**src/logic/cplx_consts.svh**
```systemverilog
`ifndef CPLX_CONSTS_SVH
`define CPLX_CONSTS_SVH

////////////////////
// datapath widths
`define CPLX_DATA_W 16 // one real or imag part
`define CPLX_A_W    30 // slice port a
`define CPLX_B_W    18 // slice port b
`define CPLX_C_W    48 // slice port c
`define CPLX_P_W    48 // slice accumulator
`define CPLX_RES_W  32 // each result part
`define CPLX_OP_W   3  // opcode field
`define CPLX_LAT    3  // issue to result valid

////////////////////
// apb register map
`define APB_ADDR_W  8
`define REG_OPA     8'h00 // {ar, ai}
`define REG_OPB     8'h04 // {br, bi}
`define REG_CMD     8'h08 // write launches
`define REG_STATUS  8'h0C // bit 0 busy
`define REG_RES_RE  8'h10
`define REG_RES_IM  8'h14

`endif

```
**src/logic/cplx_pkg.sv**
```systemverilog
`include "cplx_consts.svh"

package cplx_pkg;

	////////////////////
	// software opcodes, 5..7 illegal
	typedef enum logic [`CPLX_OP_W-1:0] {
		CMUL  = 3'd0, // a * b
		CMULC = 3'd1, // a * conj(b)
		CADD  = 3'd2, // a + b
		CSUB  = 3'd3, // a - b
		CMAC  = 3'd4  // acc += a * b
	} cplx_op_e;

	////////////////////
	// per-slice alu mode
	typedef enum logic [1:0] {
		MODE_MUL  = 2'd0, // p = a*b
		MODE_MACC = 2'd1, // p = p + a*b
		MODE_ADD  = 2'd2, // p = c + a
		MODE_SUB  = 2'd3  // p = c - a
	} slice_mode_e;

endpackage

```
**src/logic/inst_decoder.sv**
```systemverilog
`include "cplx_consts.svh"

module inst_decoder (
	input  logic                  clk,
	input  logic                  rst_i,
	input  logic [`CPLX_OP_W-1:0] opcode_i,
	input  logic                  issue_i,
	output logic                  legal_o,
	output logic                  valid_o,
	output cplx_pkg::slice_mode_e mode_o,
	output logic                  re_add_o,
	output logic                  im_swap_o
);
	import cplx_pkg::*;

	cplx_op_e    op;
	slice_mode_e mode_d;
	logic        re_add_d;
	logic        im_swap_d;
	logic        launch;

	assign op      = cplx_op_e'(opcode_i);
	assign legal_o = op inside {CMUL, CMULC, CADD, CSUB, CMAC}; // combinational to regs
	assign launch  = issue_i & legal_o;

	////////////////////
	// opcode to slice control
	always_comb begin
		mode_d    = MODE_MUL;
		re_add_d  = 1'b0;
		im_swap_d = 1'b0;
		case (op)
			CMULC: begin
				re_add_d  = 1'b1; // ar*br + ai*bi
				im_swap_d = 1'b1; // ai*br - ar*bi
			end
			CADD:    mode_d = MODE_ADD;
			CSUB:    mode_d = MODE_SUB;
			CMAC:    mode_d = MODE_MACC;
			default: mode_d = MODE_MUL; // CMUL
		endcase
	end

	always_ff @(posedge clk) begin
		if (rst_i) begin
			valid_o   <= 1'b0;
			mode_o    <= MODE_MUL;
			re_add_o  <= 1'b0;
			im_swap_o <= 1'b0;
		end else begin
			valid_o <= launch;
			if (launch) begin
				mode_o    <= mode_d;
				re_add_o  <= re_add_d;
				im_swap_o <= im_swap_d;
			end
		end
	end

endmodule

```
**config.mk**
```make
export PLATFORM = sky130hd
export DESIGN_NAME = inst_decoder
export DESIGN_NICKNAME = d
export VERILOG_FILES = /design/src/logic/cplx_pkg.sv /design/src/logic/inst_decoder.sv
export VERILOG_INCLUDE_DIRS = /design/src /design/src/logic
export SDC_FILE = /design/constraint.sdc
export NUM_CORES = 1
export LEC_CHECK = 0
export BUFFER_PORTS_ARGS = -buffer_cell sky130_fd_sc_hd__buf_4
export CAP_MARGIN = 20
export CORE_AREA = 2 2 39 41
export DETAILED_ROUTE_END_ITERATION = 16
export DIE_AREA = 0 0 41 43
export MAX_ROUTING_LAYER = met4
export PLACE_DENSITY = 0.43
export SLEW_MARGIN = 20
export SYNTH_ARGS = -nofsm -noshare
export SYNTH_HDL_FRONTEND = slang
export SYNTH_SLANG_ARGS = --single-unit
```
**constraint.sdc**
```tcl
create_clock -name clk -period 0.8 [get_ports clk]
set_input_delay 0.16 -clock clk [delete_from_list [all_inputs] [get_ports clk]]
set_output_delay 0.16 -clock clk [all_outputs]
set_load 0.01 [all_outputs]
```
==> summary.txt <==
ANT nets after route: 0
M1 wire length: 196 µm
CP delay by family, top: flip-flops
Fraction of layout cells with a size suffix above 1: 69.4%
Antenna violations before repair: 0
Worst r2r path cells: 3
Clock slew at reported path FFs: 30 ps
Synth Cell Area: 198 µm²
Critical Path Max Stage Delay: 340 ps
Crit path time final: 835 ps
WL final: 476 µm
Largest net degree at the start of global routing: 7
FF+latch count, synth: 4
Starting Density: 14.3%
Failing checks: negative setup slack
Crit path from: im_swap_o
Fill cells: 152
P_leak: 0.165 nW
Clk_lat worst skew: 230 ps
Placed instance count: 47
DIE HEIGHT: 43 µm
Htree depth: 1
Setup Viol. Count Final: 5
Pwr Density: 1630 nW/µm²
Setup crit start kind: flip-flop
Clock tree buffer depth: 2
Final hold vios: 0
Via count: 203
# diodes: 0
Fmax: 1200 MHz
Storage element area: 83.8 µm²
Core Area: 1380 µm²
DP Worst Slack: -13.4 ps
Vias in the first global route: 178
Global route overflow: 0
Worst slew pin tran: 186 ps
Worst vdd ir: 0.603 mV
RD Place Congestion: 0.665
Layout area overhead: 84.2%
Final std cells w/o fill: 52
Layout Utilization: 26.3%
Total Die Area: 1760 µm²
Worst path depth: 1
Commonest non-fill, non-tap cell in the layout: buf_4
Highest metal used: met3
Clock sink count: 4
Die width: 41 µm
First-pass GRT wire length: 669 µm
Met2 wire len: 218 µm
Post-route clock period utilization: 104%
Run status: complete, but fails checks
Rows: 14
Area of the multi-input gates: 114 µm²
Sequence of cells on the critical path: buf_6
Routed met3 length: 60 µm
Seq/Total Area, Yosys: 40.5%
Nets: 44
Setup CP Type: reg -> out
Worst rel slew slack: 87.2%
Worst hold path class: in -> reg
Reg2Reg Setup Slack: 50 ps
Reg2Reg Capture Point: mode_o[1]
Unrepaired setup endpoints after global routing: yes
Total of max-cap violations: 0
Detailed placer's ending HPWL: 365 µm
CTS tree: yes
Synth warnings: 0
Ports: 12
Worst-path fanout max: 3
Critical R2R Launch: mode_o[1]
Commonest non-fill, non-tap cells in the layout: 9 x buf_4, 5 x buf_6, 3 x clkbuf_4, 3 x dfxtp_2
Netlist cell types: 14
Crit path to: im_swap_o
CTS Root Buffer Type: clkbuf_4
Slowest CP cell: dfxtp_2
Port bufs: 11
Mean Syn Cell Area: 9.88 µm²
Final Max Slew Viols: 0
Wirelength per Cell: 9.15 µm
Synthesized Nets: 26
Starting DRT DRC Count: 0
Data arrival, critical path: 680 ps
GRT Overall Usage: 6.37%
WP data required: 640 ps
Min setup slack post-route: -35.5 ps
Post-CTS Hold Buffers: 0
Mapped Cells: 20
Setup crit end kind: output pin
TritonCTS Buffers: 3
Clock skew: 0 ps
Drt pass-1 iters: 1
Final Power: 0.595 mW
DR vias/cell: 3.90
CP bufs+invs: 1
Drc violations: 0
## routing by layer
layer / track usage (%) / vias up
met5: - / -
met2: 8.13 / 10
met4: 4.00 / 0
li1: - / 103
met3: 6.28 / 0
met1: 5.77 / 90
## kinds of logic (layout without fill, tap and decap cells)
kind of cell	after synthesis	after routing	synth area share, %
simple gates	7	7	26.6
flops	4	4	40.5
compound gates	7	7	24.0
mux	1	1	5.06
buf+inv	1	17	3.80
## where the power goes
group | total (mW) | leakage [nW] | switching [mW] | internal [mW]
Sequential | 0.221 | 0.0341 | 0.00775 | 0.214
Combinational | 0.126 | 0.117 | 0.0492 | 0.0766
Clock | 0.248 | 0.0138 | 0.0801 | 0.168
Total | 0.595 | 0.165 | 0.137 | 0.458
## worst min-delay path by stage
stage	start	to	slack (ps)	cells after the start
2_1_floorplan	rst_i	im_swap_o	220	1
3_3_place_gp	rst_i	im_swap_o	350	2
3_5_place_dp	rst_i	im_swap_o	350	2
4_1_cts	rst_i	im_swap_o	90	2
5_1_grt	rst_i	im_swap_o	110	2
6_report	rst_i	im_swap_o	100	2
## what timing repair did
action | in CTS | in global routing
pin swaps | 0 | 0
buffers inserted | 2 | 0
setup endpoints to repair | 5 | 7
endpoints found under the hold margin | 0 | 0
resized for setup | 8 | 2
## layout make-up
type | count | share of cell area (%)
multi-input cells | 15 | 31.3
well taps | 16 | 5.50
clock buffers | 3 | 6.19
flip-flops and latches | 4 | 23.0
repair buffers | 14 | 34.0
## Yosys cell counts, drive strengths merged
library cell  instances  area share [%]
nor3b                 1             6.3
a21oi                 2             5.1
nor2b                 1             4.4
o21ai                 3             7.6
nand2                 1             1.9
mux2i                 1             5.1
and3b                 2             8.9
dfxtp                 4              41
a211oi                1             6.3
a21bo                 1             5.1
nor2                  1             1.9
nand2b                1             3.2
buf                   1             3.8
## per-stage QoR
stage / hold WS, ps / cell area [µm²] / setup TNS (ps)
after floorplan: 225 / 198 / 0
after global routing: 106 / 364 / -222
after global placement: 349 / 300 / -17.9
final: 99.9 / 364 / -113
after detailed placement: 349 / 300 / -13.4
after CTS: 90.9 / 360 / -174
## sequential cells by signal, summed over array words and instances, names as in the netlist
signal     count
valid_o        1
im_swap_o      1
mode_o         2
No activity file was read; power rests on OpenSTA's default activity.
