--- src/logic/cplx_consts.svh ---
`ifndef CPLX_CONSTS_SVH
`define CPLX_CONSTS_SVH

////////////////////
// datapath widths
`define CPLX_DATA_W 16 // one real or imag part
`define CPLX_A_W    30 // slice port a
`define CPLX_B_W    18 // slice port b
`define CPLX_C_W    48 // slice port c
`define CPLX_P_W    48 // slice accumulator
`define CPLX_RES_W  32 // each result part
`define CPLX_OP_W   3  // opcode field
`define CPLX_LAT    3  // issue to result valid

////////////////////
// apb register map
`define APB_ADDR_W  8
`define REG_OPA     8'h00 // {ar, ai}
`define REG_OPB     8'h04 // {br, bi}
`define REG_CMD     8'h08 // write launches
`define REG_STATUS  8'h0C // bit 0 busy
`define REG_RES_RE  8'h10
`define REG_RES_IM  8'h14

`endif

--- src/logic/cplx_apb_regs.sv ---
`include "cplx_consts.svh"

module cplx_apb_regs (
	input  logic                      clk,
	input  logic                      rst_i,
	input  logic [`APB_ADDR_W-1:0]    paddr_i,
	input  logic                      psel_i,
	input  logic                      penable_i,
	input  logic                      pwrite_i,
	input  logic [31:0]               pwdata_i,
	output logic [31:0]               prdata_o,
	output logic                      pready_o,
	output logic                      pslverr_o,
	input  logic                      legal_i,
	output logic [`CPLX_OP_W-1:0]     opcode_o,
	output logic                      issue_o,
	output logic [2*`CPLX_DATA_W-1:0] din_1_o,
	output logic [2*`CPLX_DATA_W-1:0] din_2_o,
	input  logic                      res_valid_i,
	input  logic [2*`CPLX_RES_W-1:0]  res_i
);
	localparam int CNT_W = 3; // few cmds fit in the pipe

	logic access, wr, rd;
	logic hit_opa, hit_opb, hit_cmd, hit_sts, hit_re, hit_im, mapped;
	logic launch, busy;
	logic [CNT_W-1:0] inflight_q;
	logic [2*`CPLX_DATA_W-1:0] opa_q, opb_q;
	logic [`CPLX_RES_W-1:0] res_re_q, res_im_q;

	////////////////////
	// address decode
	assign access  = psel_i & penable_i;
	assign wr      = access & pwrite_i;
	assign rd      = access & ~pwrite_i;
	assign hit_opa = (paddr_i == `REG_OPA);
	assign hit_opb = (paddr_i == `REG_OPB);
	assign hit_cmd = (paddr_i == `REG_CMD);
	assign hit_sts = (paddr_i == `REG_STATUS);
	assign hit_re  = (paddr_i == `REG_RES_RE);
	assign hit_im  = (paddr_i == `REG_RES_IM);
	assign mapped  = hit_opa | hit_opb | hit_cmd | hit_sts | hit_re | hit_im;

	assign busy      = |inflight_q;
	assign pready_o  = ~(rd & (hit_re | hit_im) & busy); // stall result reads
	assign issue_o   = wr & hit_cmd; // writes never wait
	assign opcode_o  = pwdata_i[`CPLX_OP_W-1:0];
	assign launch    = issue_o & legal_i;
	assign pslverr_o = access & pready_o & (~mapped | (issue_o & ~legal_i));

	always_ff @(posedge clk) begin
		if (rst_i) begin
			opa_q <= '0;
			opb_q <= '0;
		end else begin
			if (wr & hit_opa)
				opa_q <= pwdata_i;
			if (wr & hit_opb)
				opb_q <= pwdata_i;
		end
	end

	////////////////////
	// in-flight count and capture
	always_ff @(posedge clk) begin
		if (rst_i)
			inflight_q <= '0;
		else if (launch & ~res_valid_i)
			inflight_q <= inflight_q + 1'b1;
		else if (~launch & res_valid_i)
			inflight_q <= inflight_q - 1'b1;
	end

	always_ff @(posedge clk) begin
		if (rst_i) begin
			res_re_q <= '0;
			res_im_q <= '0;
		end else if (res_valid_i) begin
			{res_re_q, res_im_q} <= res_i; // newest wins
		end
	end

	always_comb begin
		prdata_o = '0;
		if (hit_opa)
			prdata_o = opa_q;
		else if (hit_opb)
			prdata_o = opb_q;
		else if (hit_sts)
			prdata_o = {31'b0, busy};
		else if (hit_re)
			prdata_o = res_re_q;
		else if (hit_im)
			prdata_o = res_im_q;
	end

	assign din_1_o = opa_q;
	assign din_2_o = opb_q;

	ap_no_underflow: assert property (@(posedge clk) disable iff (rst_i)
		res_valid_i |-> inflight_q != '0);

endmodule

--- config.mk ---
export PLATFORM = sky130hd
export DESIGN_NAME = cplx_apb_regs
export DESIGN_NICKNAME = d
export VERILOG_FILES = /design/src/logic/cplx_apb_regs.sv
export VERILOG_INCLUDE_DIRS = /design/src /design/src/logic
export SDC_FILE = /design/constraint.sdc
export NUM_CORES = 1
export LEC_CHECK = 0
export BUFFER_PORTS_ARGS = -buffer_cell sky130_fd_sc_hd__clkbuf_2
export CAP_MARGIN = 5
export CORE_MARGIN = 2
export CORE_UTILIZATION = 46
export CTS_CLUSTER_DIAMETER = 200
export DETAILED_ROUTE_END_ITERATION = 10
export PLACE_DENSITY = 0.86
export SLEW_MARGIN = 20
export SYNTH_ARGS = -nofsm -noshare
export SYNTH_HDL_FRONTEND = slang
export SYNTH_SLANG_ARGS = --single-unit
export TNS_END_PERCENT = 50
--- constraint.sdc ---
create_clock -name clk -period 2.2 [get_ports clk]
set_input_delay 0.22 -clock clk [delete_from_list [all_inputs] [get_ports clk]]
set_output_delay 0.22 -clock clk [all_outputs]
set_load 0.03 [all_outputs]
==> summary.txt <==
Run status
  • Result of the run: finished clean

CTS
  • CTS tree: done
  • Count of buffers added by post-CTS timing repair for setup: 0
  • Cts hold-fix bufs: 0
  • H-tree Lvls: 4
  • Root buffer cell: clkbuf_16
  • Clock transition at the registers of the reported paths: 0.06 ns
  • Number of clock sinks: 131
  • Insertion delay of the later-clocked pin in the worst-skew pair: roughly 0.41 ns
  • Clock buffers created by TritonCTS: 17
  • Post-CTS resize count: 0
  • Worst-case clock buffer depth: 2

Timing
  • Setup repair after global routing missed its margin: false
  • Hold Violations, Final: 0
  • Final number of max-transition violations: 0
  • Transition at the pin with the smallest max-transition slack: about 0.84 ns
  • Worst clock skew: 0.0004741 ns
  • Final setup TNS: 0 ns
  • Highest clock rate: 0.5274 GHz
  • Number of setup violations in the final report: 0
  • Share of the clock period used by the worst path: between 80% and 90%
  • Time the final worst path needs with I/O delays and setup: 1.896 ns
  • Worst hold slack across all endpoints: 0.03796 ns
  • Normalized max-slew margin: between 40 and 50%

Setup path
  • Reg2Reg Depth: 4
  • Critical Path RT: 2.55 ns
  • Critical path endpoint category: flop
  • Arrival time of data at the critical path endpoint: ~2.3 ns
  • Type of the worst setup path: in -> reg
  • Startpoint type of the worst setup path: input pin
  • Maximum fanout along the worst path: 2

Logic synthesis
  • Post-Syn Area: roughly 6200 µm²
  • Combinational family with the most area after synthesis: multiplexers
  • Top flip-flop cell by instance count after synthesis: dfxtp_1
  • Fraction of the mapped netlist area in compound gates: less than 1%
  • Average cell area after synthesis: approximately 11 µm²
  • Synth cell types: 32
  • Sequential cell area fraction in the yosys report: between 40% and 50%
  • Share of synthesized cell area in and, or, nand and nor gates: between 10% and 20%
  • Post-synthesis mux area share: 32.24%
  • Area share of xor/xnor cells in the synthesized design: 0.2839%
  • Synthesized flop and latch total: 131
  • Fraction of post-synthesis cell area in the top cell type by area: between 40% and 50%
  • List of most frequent post-synthesis cells: dfxtp_1, mux2i_1, nand2b_1
  • Total number of yosys warnings: 0
  • Dominant cell type by area after synthesis: dfxtp_1
  • Synth Instances: approximately 570
  • Leading post-synthesis cells by cell area: dfxtp_1, mux2i_1, mux4_2, nand2b_1, nor2_1
  • Adder-Cell Fraction of Synth Area: 0.5272%
  • Number of enable flip-flop cells after synthesis: 0
  • Share of flip-flops with an asynchronous set or reset: 0%
  • Most frequent cell after synthesis: dfxtp_1
  • Number of nets in the synthesized netlist: 686

Finish
  • Final std cells w/o fill: 962
  • Final core area utilization: 61.14%
  • P&R area growth vs syn: 30.68%
  • Final-stage net count: 887
  • Share of cells above drive strength 1: 37.91%
  • Number of inserted diodes: 0

Power and ir drop
  • Leakage dissipation: 0.003952 µW
  • Power after layout: 5881 µW
  • Total power density per cell area: 729.3 nW/µm²
  • Maximum resistive drop on vdd: between 0.4 and 0.5 mV

Drt
  • Final antenna-violating net count: 0
  • DR DRC count: 0
  • WL/cell: about 17 µm
  • Vias per std cell: around 5.2
  • Drt first pass iters: 4
  • Via count of the routed design: between 5k and 6k
  • Iteration-0 DRC Markers: 305
  • Total routed wirelength: 16100 µm

GRT
  • Wire length of the first global-routing pass: 25880 µm
  • Antenna violations before repair: 0
  • Via count of the first global-routing pass: around 5.1k
  • GRT overflow: 0
  • Aggregate global-route resource usage: between 20% and 30%
  • Largest net degree at the start of global routing: 65

Floorplanning
  • Die extent in y: 119.8 µm
  • Total I/O pin count: 213
  • Die Area: ~14000 µm²
  • Core Region: 13190 µm²
  • Row Count: 42
  • Initial Util: 46.78%
  • Die X-Extent: 119.8 µm

Placement
  • Placed Cells: about 930
  • Routability congestion estimate: 0.8164
  • Count of buffers inserted at the top-level ports: 212
  • HPWL after detailed placement: ~11000 µm

Worst hold path
  • Min-Delay Path Class: in -> reg
  • Hold Path Stages: 3

Job
  • Number of maximum-capacitance violations: 0
==> kinds of logic (layout without fill, tap and decap cells) <==
kind of cell	count (synthesis)	in the layout
multiplexers	160	160
XOR/XNOR	2	2
AND/OR/NAND/NOR	220	220
adder cells (fa/ha/maj)	2	2
flip-flops	131	131
buffers and inverters	51	264
AO/OA/AOI/OAI	7	7
==> where the power goes <==
part	switching (µW)	internal, µW	leakage, µW
Sequential	41.6	2450	0.00107
Combinational	261	267	0.00259
Clock	1000	1860	0.000292
==> worst paths after layout <==
| check | from | end | slack, ns |
|---|---|---|---|
| setup / recovery | paddr_i[7] | inflight_q[2] | 0.30 |
| hold / removal | res_i[46] | res_re_q[14] | 0.04 |
| setup reg to reg | inflight_q[0] | inflight_q[2] | 0.75 |
| hold reg to reg | inflight_q[2] | inflight_q[2] | 0.49 |
==> sequential cells by signal (all words and copies together) (netlist names) <==
register    cells
din_2_o        32
din_1_o        32
res_im_q       32
inflight_q      3
res_re_q       32
==> cell usage in the layout, fill, tap and decap left out, types with 3 or more instances in the layout <==
master	count
and3_1	33
buf_12	6
buf_4	14
bufinv_16	3
clkbuf_16	17
clkbuf_2	210
clkbuf_8	3
clkinv_2	3
dfxtp_1	131
mux2i_1	129
mux4_2	31
nand2_1	3
nand2b_1	97
nor2_1	69
==> layer usage <==
layer,global-route usage (%),wire length [µm],vias up
li1,-,-,2403
met1,29.26,6735,2411
met2,37.64,7812,183
met3,7.414,1236,26
met4,7.279,320,0
met5,0,0,-
==> final cells by class <==
| cell class | instances | area [µm²] |
|---|---|---|
| timing repair buffer | 231 | 1287 |
| fill | 1126 | 5126 |
| sequential | 131 | 2623 |
| inverter | 2 | 7.507 |
| tap | 176 | 220.2 |
| clock inverter | 9 | 128.9 |
| clock buffer | 22 | 474.2 |
| multi-input combinational | 391 | 3323 |
==> metrics by stage <==
step | instance area [µm²] | setup slack (ns)
final | 8064 | 0.3038
after global routing | 8064 | 0.1870
after floorplan | 6183 | 0.006473
after detailed placement | 7457 | -0.1042
after global placement | 7457 | -0.07229
after CTS | 8060 | 0.3073
==> worst max-delay path, stage by stage <==
cell and delay [ns]:
clkbuf_2 0.09, or2_2 0.32, nor4_2 0.18, and4_1 0.24, ha_1 0.17, inv_1 0.05, fa_1 0.38, xor2_1 0.16
or3_1 0.30, a21oi_1 0.13
Note: power is estimated with default switching activity, not from simulation.
