`src/logic/cplx_consts.svh`:
```
`ifndef CPLX_CONSTS_SVH
`define CPLX_CONSTS_SVH

////////////////////
// datapath widths
`define CPLX_DATA_W 16 // one real or imag part
`define CPLX_A_W    30 // slice port a
`define CPLX_B_W    18 // slice port b
`define CPLX_C_W    48 // slice port c
`define CPLX_P_W    48 // slice accumulator
`define CPLX_RES_W  32 // each result part
`define CPLX_OP_W   3  // opcode field
`define CPLX_LAT    3  // issue to result valid

////////////////////
// apb register map
`define APB_ADDR_W  8
`define REG_OPA     8'h00 // {ar, ai}
`define REG_OPB     8'h04 // {br, bi}
`define REG_CMD     8'h08 // write launches
`define REG_STATUS  8'h0C // bit 0 busy
`define REG_RES_RE  8'h10
`define REG_RES_IM  8'h14

`endif

```
`src/logic/cplx_pkg.sv`:
```
`include "cplx_consts.svh"

package cplx_pkg;

	////////////////////
	// software opcodes, 5..7 illegal
	typedef enum logic [`CPLX_OP_W-1:0] {
		CMUL  = 3'd0, // a * b
		CMULC = 3'd1, // a * conj(b)
		CADD  = 3'd2, // a + b
		CSUB  = 3'd3, // a - b
		CMAC  = 3'd4  // acc += a * b
	} cplx_op_e;

	////////////////////
	// per-slice alu mode
	typedef enum logic [1:0] {
		MODE_MUL  = 2'd0, // p = a*b
		MODE_MACC = 2'd1, // p = p + a*b
		MODE_ADD  = 2'd2, // p = c + a
		MODE_SUB  = 2'd3  // p = c - a
	} slice_mode_e;

endpackage

```
`src/logic/complex_alu.sv`:
```
`include "cplx_consts.svh"

module complex_alu (
	input  logic                       clk,
	input  logic                       rst_i,
	input  logic                       valid_i,
	input  cplx_pkg::slice_mode_e      mode_i,
	input  logic                       re_add_i,
	input  logic                       im_swap_i,
	input  logic [2*`CPLX_DATA_W-1:0]  din_1_i, // {ar, ai}
	input  logic [2*`CPLX_DATA_W-1:0]  din_2_i, // {br, bi}
	output logic                       valid_o,
	output logic [2*`CPLX_RES_W-1:0]   dout_o   // {re, im}
);
	import cplx_pkg::*;

	localparam int DW = `CPLX_DATA_W;

	logic [DW-1:0] ar, ai, br, bi;
	logic [`CPLX_A_W-1:0] a_1, a_2, a_3, a_4;
	logic [`CPLX_B_W-1:0] b_1, b_2, b_3, b_4;
	logic [`CPLX_C_W-1:0] c_1, c_3;
	logic [`CPLX_P_W-1:0] p_1, p_2, p_3, p_4;
	logic                 is_add;

	logic [1:0] re_add_d, im_swap_d; // flags follow the slices
	logic [2:0] valid_d;
	logic [`CPLX_P_W-1:0] re_full, im_full;
	logic [`CPLX_RES_W-1:0] re_q, im_q;

	assign {ar, ai} = din_1_i;
	assign {br, bi} = din_2_i;
	assign is_add   = (mode_i == MODE_ADD) || (mode_i == MODE_SUB);

	////////////////////
	// operand routing
	always_comb begin
		a_1 = '0;
		a_2 = '0;
		a_3 = '0;
		a_4 = '0;
		b_1 = '0;
		b_2 = '0;
		b_3 = '0;
		b_4 = '0;
		c_1 = '0;
		c_3 = '0;
		if (is_add) begin
			c_1 = {{(`CPLX_C_W-DW){ar[DW-1]}}, ar}; // real part on core_1
			a_1 = {{(`CPLX_A_W-DW){br[DW-1]}}, br};
			c_3 = {{(`CPLX_C_W-DW){ai[DW-1]}}, ai}; // imag part on core_3
			a_3 = {{(`CPLX_A_W-DW){bi[DW-1]}}, bi};
		end else begin
			a_1 = {{(`CPLX_A_W-DW){ar[DW-1]}}, ar}; // ar*br
			b_1 = {{(`CPLX_B_W-DW){br[DW-1]}}, br};
			a_2 = {{(`CPLX_A_W-DW){ai[DW-1]}}, ai}; // ai*bi
			b_2 = {{(`CPLX_B_W-DW){bi[DW-1]}}, bi};
			a_3 = {{(`CPLX_A_W-DW){ar[DW-1]}}, ar}; // ar*bi
			b_3 = {{(`CPLX_B_W-DW){bi[DW-1]}}, bi};
			a_4 = {{(`CPLX_A_W-DW){ai[DW-1]}}, ai}; // ai*br
			b_4 = {{(`CPLX_B_W-DW){br[DW-1]}}, br};
		end
	end

	dsp_slice core_1 (.clk(clk), .rst_i(rst_i), .a_i(a_1), .b_i(b_1), .c_i(c_1),
		.mode_i(mode_i), .ce_i(valid_i), .p_o(p_1));
	dsp_slice core_2 (.clk(clk), .rst_i(rst_i), .a_i(a_2), .b_i(b_2), .c_i('0),
		.mode_i(mode_i), .ce_i(valid_i), .p_o(p_2)); // no c operand here
	dsp_slice core_3 (.clk(clk), .rst_i(rst_i), .a_i(a_3), .b_i(b_3), .c_i(c_3),
		.mode_i(mode_i), .ce_i(valid_i), .p_o(p_3));
	dsp_slice core_4 (.clk(clk), .rst_i(rst_i), .a_i(a_4), .b_i(b_4), .c_i('0),
		.mode_i(mode_i), .ce_i(valid_i), .p_o(p_4));

	////////////////////
	// combine stage
	assign re_full = re_add_d[1]  ? p_1 + p_2 : p_1 - p_2;
	assign im_full = im_swap_d[1] ? p_4 - p_3 : p_3 + p_4;

	always_ff @(posedge clk) begin
		if (rst_i) begin
			valid_d   <= '0;
			re_add_d  <= '0;
			im_swap_d <= '0;
		end else begin
			valid_d   <= {valid_d[1:0], valid_i};
			re_add_d  <= {re_add_d[0], re_add_i};
			im_swap_d <= {im_swap_d[0], im_swap_i};
		end
	end

	always_ff @(posedge clk) begin
		if (valid_d[1]) begin // P regs hold this op
			re_q <= re_full[`CPLX_RES_W-1:0];
			im_q <= im_full[`CPLX_RES_W-1:0];
		end
	end

	assign valid_o = valid_d[2];
	assign dout_o  = {re_q, im_q};

	ap_latency: assert property (@(posedge clk) disable iff (rst_i)
		valid_o == $past(valid_i, `CPLX_LAT));

endmodule

```
`src/logic/dsp_slice.sv`:
```
`include "cplx_consts.svh"

module dsp_slice (
	input  logic                     clk,
	input  logic                     rst_i,
	input  logic [`CPLX_A_W-1:0]     a_i,
	input  logic [`CPLX_B_W-1:0]     b_i,
	input  logic [`CPLX_C_W-1:0]     c_i,
	input  cplx_pkg::slice_mode_e    mode_i,
	input  logic                     ce_i,
	output logic [`CPLX_P_W-1:0]     p_o
);
	import cplx_pkg::*;

	logic [`CPLX_A_W-1:0] a_q; // input regs, like A2/B2/C
	logic [`CPLX_B_W-1:0] b_q;
	logic [`CPLX_C_W-1:0] c_q;
	slice_mode_e          mode_q;
	logic                 en_q; // op pending in P stage

	logic signed [`CPLX_A_W+`CPLX_B_W-1:0] prod; // 30x18 -> 48
	logic [`CPLX_P_W-1:0] a_ext;
	logic [`CPLX_P_W-1:0] p_d;
	logic [`CPLX_P_W-1:0] p_q;

	////////////////////
	// input register stage
	always_ff @(posedge clk) begin
		if (ce_i) begin
			a_q <= a_i;
			b_q <= b_i;
			c_q <= c_i;
		end
	end

	always_ff @(posedge clk) begin
		if (rst_i) begin
			en_q   <= 1'b0;
			mode_q <= MODE_MUL;
		end else begin
			en_q <= ce_i;
			if (ce_i)
				mode_q <= mode_i;
		end
	end

	////////////////////
	// multiplier and alu
	assign prod  = $signed(a_q) * $signed(b_q);
	assign a_ext = {{(`CPLX_P_W-`CPLX_A_W){a_q[`CPLX_A_W-1]}}, a_q}; // sign extend

	always_comb begin
		case (mode_q)
			MODE_MUL:  p_d = prod;
			MODE_MACC: p_d = p_q + prod; // feedback from P
			MODE_ADD:  p_d = c_q + a_ext;
			default:   p_d = c_q - a_ext; // MODE_SUB
		endcase
	end

	always_ff @(posedge clk) begin
		if (rst_i)
			p_q <= '0;
		else if (en_q)
			p_q <= p_d; // holds while idle
	end

	assign p_o = p_q;

	ap_mode_known: assert property (@(posedge clk) disable iff (rst_i)
		ce_i |-> !$isunknown(mode_i));

endmodule

```
`config.mk`:
```
export PLATFORM = sky130hd
export DESIGN_NAME = complex_alu
export DESIGN_NICKNAME = d
export VERILOG_FILES = /design/src/logic/cplx_pkg.sv /design/src/logic/complex_alu.sv /design/src/logic/dsp_slice.sv
export VERILOG_INCLUDE_DIRS = /design/src /design/src/logic
export SDC_FILE = /design/constraint.sdc
export NUM_CORES = 2
export LEC_CHECK = 0
export BUFFER_PORTS_ARGS = -buffer_cell sky130_fd_sc_hd__clkbuf_2
export CORE_UTILIZATION = 65
export DETAILED_ROUTE_END_ITERATION = 7
export PLACE_DENSITY = 0.88
export SETUP_SLACK_MARGIN = 0.5
export SLEW_MARGIN = 40
export SYNTH_ARGS = -nofsm -noshare
export SYNTH_HDL_FRONTEND = slang
export SYNTH_SLANG_ARGS = --single-unit
export TNS_END_PERCENT = 20
```
`constraint.sdc`:
```
create_clock -name clk -period 9.75 [get_ports clk]
set_input_delay 0.975 -clock clk [delete_from_list [all_inputs] [get_ports clk]]
set_output_delay 0.975 -clock clk [all_outputs]
set_load 0.005 [all_outputs]
```
==> impl_results.html <==
<table>
<tr><th>Metric</th><th>Value</th></tr>
<tr><th colspan="2">Global route</th></tr>
<tr><td>Total gr overflow</td><td>0</td></tr>
<tr><td>Initial antenna violation count</td><td>11</td></tr>
<tr><td>Pin count of the biggest net entering global routing</td><td>82</td></tr>
<tr><td>Vias in the first global route</td><td>55.59k</td></tr>
<tr><td>Global-route total usage across every layer</td><td>0.3922</td></tr>
<tr><td>Global-route wire length before repair</td><td>305.3 mm</td></tr>
<tr><th colspan="2">Layout</th></tr>
<tr><td>Filler Cells Inserted</td><td>7091</td></tr>
<tr><td>Area taken by flip-flops and latches</td><td>8041 um2</td></tr>
<tr><td>Area occupied by multi-input gates</td><td>50730 um2</td></tr>
<tr><td>Area added between synthesis and finish</td><td>6.407%</td></tr>
<tr><td>Final instance area</td><td>68950 um2</td></tr>
<tr><td>Proportion of layout cells with a drive suffix above 1</td><td>0.06038</td></tr>
<tr><td>Net count reported at finish</td><td>9096</td></tr>
<tr><th colspan="2">Setup path</th></tr>
<tr><td>Crit. End Element</td><td>flop</td></tr>
<tr><td>Critical Path Max Stage Delay</td><td>0.73 ns</td></tr>
<tr><td>Critical path buffer and inverter count</td><td>5</td></tr>
<tr><td>Dominant delay contributor by cell family on the critical path</td><td>adder cells</td></tr>
<tr><td>Required time of the critical path</td><td>10.31 ns</td></tr>
<tr><td>Startpoint types</td><td>flop</td></tr>
<tr><td>Library cell appearing most often on the critical path</td><td>sky130_fd_sc_hd__fa_1</td></tr>
<tr><td>CP Class</td><td>flop to flop</td></tr>
<tr><td>Cell with the largest stage delay on the worst path</td><td>sky130_fd_sc_hd__edfxtp_1</td></tr>
<tr><td>Arrival time of data at the critical path endpoint</td><td>9.61 ns</td></tr>
<tr><td>Worst-path maximum fanout</td><td>17</td></tr>
<tr><th colspan="2">Status</th></tr>
<tr><td>Run status</td><td>finished with violations</td></tr>
<tr><td>Violated checks</td><td>design-rule violations</td></tr>
<tr><th colspan="2">Floorplan</th></tr>
<tr><td>FP Rows</td><td>115</td></tr>
<tr><td>Initial core utilization</td><td>0.6574</td></tr>
<tr><td>Area enclosed by the die boundary</td><td>101000 um2</td></tr>
<tr><td>Vertical die dimension</td><td>317.7 um</td></tr>
<tr><td>Num ports</td><td>136</td></tr>
<tr><td>Floorplan Core Area</td><td>98560 um2</td></tr>
<tr><td>Die W</td><td>317.7 um</td></tr>
<tr><th colspan="2">Clocking</th></tr>
<tr><td>Number of sinks on the clock net</td><td>313</td></tr>
<tr><td>CTS H-tree lvls</td><td>2</td></tr>
<tr><td>Post-CTS Hold Buffers</td><td>0</td></tr>
<tr><td>Num CTS Buffers</td><td>42</td></tr>
<tr><td>Clock root buffer master</td><td>sky130_fd_sc_hd__clkbuf_16</td></tr>
<tr><td>Clock latency reported for the late side of the worst-skew pair</td><td>0.67 ns</td></tr>
<tr><td>CTS tree</td><td>built</td></tr>
<tr><td>Bufs on Longest Clock Path</td><td>3</td></tr>
<tr><td>Clock-pin slew of the registers on the worst-case setup and hold paths</td><td>0.06 ns</td></tr>
<tr><th colspan="2">Detailed routing</th></tr>
<tr><td>DRT Wirelength</td><td>195.5 mm</td></tr>
<tr><td>Number of antenna-violating nets in the routed design</td><td>0</td></tr>
<tr><td>Via-to-Cell Ratio</td><td>6.163</td></tr>
<tr><td>Count of vias placed by the detailed router</td><td>53.72k</td></tr>
<tr><td>Average wire per cell in the routed design</td><td>22.43 um</td></tr>
<tr><td>Pre-Repair DR Iteration Count</td><td>8</td></tr>
<tr><td>Number of design-rule violations left by the first detailed-router iteration</td><td>6053</td></tr>
<tr><td>Number of design rule violations left after detail routing</td><td>1</td></tr>
<tr><th colspan="2">Timing</th></tr>
<tr><td>Max-slew headroom</td><td>0.3530</td></tr>
<tr><td>Final WS setup</td><td>0.7080 ns</td></tr>
<tr><td>Final critical-path required period</td><td>9.042 ns</td></tr>
<tr><td>Transition time of the tightest slew-check pin</td><td>0.9622 ns</td></tr>
<tr><td>Max Fclk</td><td>110.6 MHz</td></tr>
<tr><td>Final-layout worst hold slack</td><td>0.4610 ns</td></tr>
<tr><td>Setup repair after global routing missed its margin</td><td>true</td></tr>
<tr><td>Number of endpoints with negative hold slack in the final report</td><td>0</td></tr>
<tr><td>Setup Skew</td><td>0.04973 ns</td></tr>
<tr><td>Total negative slack</td><td>0 ns</td></tr>
<tr><td>Final Slew Violations</td><td>0</td></tr>
<tr><td>Number of endpoints failing setup at the final stage</td><td>0</td></tr>
<tr><td>Final period utilization</td><td>0.9274</td></tr>
<tr><th colspan="2">Place</th></tr>
<tr><td>Placed Instance Area</td><td>66980 um2</td></tr>
<tr><td>Placed wire-length estimate</td><td>156.5 mm</td></tr>
<tr><td>Buffers on Ports</td><td>135</td></tr>
<tr><td>Pre-CTS setup slack</td><td>0.7894 ns</td></tr>
<tr><td>Routability-driven placement congestion ratio</td><td>1.020</td></tr>
<tr><th colspan="2">Synthesis</th></tr>
<tr><td>Area of the mapped netlist</td><td>64800 um2</td></tr>
<tr><td>Number of flops mapped to enable cells by yosys</td><td>176</td></tr>
<tr><td>Net count after synthesis</td><td>9061</td></tr>
<tr><td>Primary flip-flop cell chosen by synthesis mapping</td><td>sky130_fd_sc_hd__edfxtp_1</td></tr>
<tr><td>Fraction of registers with async set or reset after synthesis</td><td>0</td></tr>
<tr><td>Number of warnings printed during yosys synthesis</td><td>0</td></tr>
<tr><td>Post-Syn Area per Cell</td><td>8.815 um2</td></tr>
<tr><td>Flip-flop and latch count after synthesis</td><td>313</td></tr>
<tr><td>Cells after Synth</td><td>7351</td></tr>
<tr><td>Sequential fraction of the synthesis area</td><td>0.1239</td></tr>
<tr><td>Number of different library cells in the post-synthesis netlist</td><td>85</td></tr>
<tr><th colspan="2">Min path</th></tr>
<tr><td>Class of the most critical hold timing path</td><td>flop to flop</td></tr>
<tr><th colspan="2">Run</th></tr>
<tr><td>Count of max-cap constraint violations</td><td>0</td></tr>
</table>
[cell type report]
class	count	share of cell area
repair buffers	297	0.02974
flip-flops and latches	313	0.1166
inverters	1325	0.07219
clock buffers	45	0.01555
well taps	1287	0.02335
multi-input cells	5407	0.7358
diodes	9	0.0003266
clock inverters	33	0.006442
[what timing repair did]
action,in CTS,in global routing
gates resized for setup,0,4
setup endpoints to repair,0,9
setup buffers,0,35
[final timing paths]
path / startpoint / depth (start not counted) / end / slack [ns]
setup / recovery: core_4.a_q[7]$_SDFFCE_PN0P_ / 32 / core_4.p_o[31]$_SDFFE_PP0P_ / 0.71
setup reg to reg: core_4.a_q[7]$_SDFFCE_PN0P_ / 32 / core_4.p_o[31]$_SDFFE_PP0P_ / 0.71
hold reg to reg: re_add_d[0]$_SDFF_PP0_ / 1 / re_add_d[1]$_SDFF_PP0_ / 0.46
hold / removal: re_add_d[0]$_SDFF_PP0_ / 1 / re_add_d[1]$_SDFF_PP0_ / 0.46
[sequential cells by signal (all words and copies together) (netlist names)]
signal and cells:
core_1.a_q 16, core_1.b_q 16, core_1.c_q 16, core_1.p_o 32, core_2.p_o 32, core_3.a_q 16, core_3.b_q 16, core_3.c_q 16
core_3.p_o 32, core_4.a_q 16, core_4.mode_q 2, core_4.p_o 32, im_q 32, im_swap_d 2, re_add_d 2, re_q 32
valid_d 3
[metal layers]
layer	vias to the layer above	wire length [um]	track usage
met5	-	28	0
met4	4	15740	0.2662
met3	822	25600	0.1182
met2	3332	83780	0.5866
met1	26108	70320	0.4910
li1	23451	-	-
[metrics by stage]
| stage | utilization | cells |
|---|---|---|
| floorplan | - | 7351 |
| global placement | 0.6772 | 8571 |
| detailed placement | 0.6796 | 8587 |
| CTS | 0.6950 | 8665 |
| global route | 0.6995 | 8714 |
| finish | 0.6995 | 8716 |
[cell usage in the layout, fill, tap and decap left out, types with 21 or more instances in the layout]
cell and count:
sky130_fd_sc_hd__inv_1 1322, sky130_fd_sc_hd__fa_1 1058, sky130_fd_sc_hd__nand2_1 756, sky130_fd_sc_hd__ha_1 581, sky130_fd_sc_hd__and2_1 546, sky130_fd_sc_hd__a21oi_1 364, sky130_fd_sc_hd__nor2_1 361, sky130_fd_sc_hd__xnor2_1 283
sky130_fd_sc_hd__o21ai_0 189, sky130_fd_sc_hd__edfxtp_1 176, sky130_fd_sc_hd__buf_4 137, sky130_fd_sc_hd__dfxtp_1 132, sky130_fd_sc_hd__clkbuf_2 132, sky130_fd_sc_hd__a21o_1 125, sky130_fd_sc_hd__xor2_1 115, sky130_fd_sc_hd__nor2b_1 113
sky130_fd_sc_hd__nor3_1 99, sky130_fd_sc_hd__nand2b_1 72, sky130_fd_sc_hd__nand3_1 55, sky130_fd_sc_hd__a211oi_1 52, sky130_fd_sc_hd__o21a_1 47, sky130_fd_sc_hd__o21ai_1 46, sky130_fd_sc_hd__a31oi_1 44, sky130_fd_sc_hd__mux2i_1 43
sky130_fd_sc_hd__clkbuf_16 43, sky130_fd_sc_hd__o21bai_1 40, sky130_fd_sc_hd__and3_1 26, sky130_fd_sc_hd__or3_1 25, sky130_fd_sc_hd__o31ai_1 24, sky130_fd_sc_hd__o211ai_1 21
[cell usage after synthesis, types with 9 or more instances]
library cell               count  area [um2]
sky130_fd_sc_hd__o21bai_1     40       300.3
sky130_fd_sc_hd__a41oi_1       9       78.83
sky130_fd_sc_hd__nor4_1       18       112.6
sky130_fd_sc_hd__a211oi_1     54       405.4
sky130_fd_sc_hd__inv_1      1323        4966
sky130_fd_sc_hd__mux2i_1      43       430.4
sky130_fd_sc_hd__nor3_1       99       495.5
sky130_fd_sc_hd__dfxtp_1     137        2743
sky130_fd_sc_hd__and3_1       26       162.7
sky130_fd_sc_hd__nor2b_1     113       706.9
sky130_fd_sc_hd__a211o_1      12       105.1
sky130_fd_sc_hd__or3_1        25       156.4
sky130_fd_sc_hd__edfxtp_1    176        5285
sky130_fd_sc_hd__o211a_1      15       150.1
sky130_fd_sc_hd__clkbuf_1    291        1092
sky130_fd_sc_hd__a21oi_1     365        1827
sky130_fd_sc_hd__a21o_1      125       938.4
sky130_fd_sc_hd__xnor2_1     287        2514
sky130_fd_sc_hd__o31a_1        9       78.83
sky130_fd_sc_hd__nand3_1      55       275.3
sky130_fd_sc_hd__and2_1      546        3416
sky130_fd_sc_hd__nand2b_1     72       450.4
sky130_fd_sc_hd__ha_1        581        7269
sky130_fd_sc_hd__nand2_1     756        2838
sky130_fd_sc_hd__nand4_1      14       87.58
sky130_fd_sc_hd__nor2_1      364        1366
sky130_fd_sc_hd__o21ai_0     189       945.9
sky130_fd_sc_hd__a221oi_1     19       166.4
sky130_fd_sc_hd__o21a_1       47       352.8
sky130_fd_sc_hd__o211ai_1     21       157.7
sky130_fd_sc_hd__mux2_2       14       157.7
sky130_fd_sc_hd__buf_1        13       48.80
sky130_fd_sc_hd__o21ai_1      46       230.2
sky130_fd_sc_hd__o31ai_1      24       180.2
sky130_fd_sc_hd__a22o_1       10       87.58
sky130_fd_sc_hd__o41ai_1      11       96.34
sky130_fd_sc_hd__xor2_1      116        1016
sky130_fd_sc_hd__o221a_2      18       202.7
sky130_fd_sc_hd__a31oi_1      45       281.5
sky130_fd_sc_hd__or2_2        11       68.82
sky130_fd_sc_hd__fa_1       1058       21180
[cells by family after synthesis]
family | count (synthesis) | share of synthesized area
AND/OR/NAND/NOR | 2135 | 0.1609
adder cells (fa/ha/maj) | 1639 | 0.4391
buffers and inverters | 1631 | 0.09452
AO/OA/AOI/OAI | 1169 | 0.1167
XOR/XNOR | 404 | 0.05482
flip-flops | 313 | 0.1239
multiplexers | 60 | 0.01012
Power is left out: the tool's default activity adds up to more than one toggle a clock period on the data nets, which glitch-free logic cannot reach.
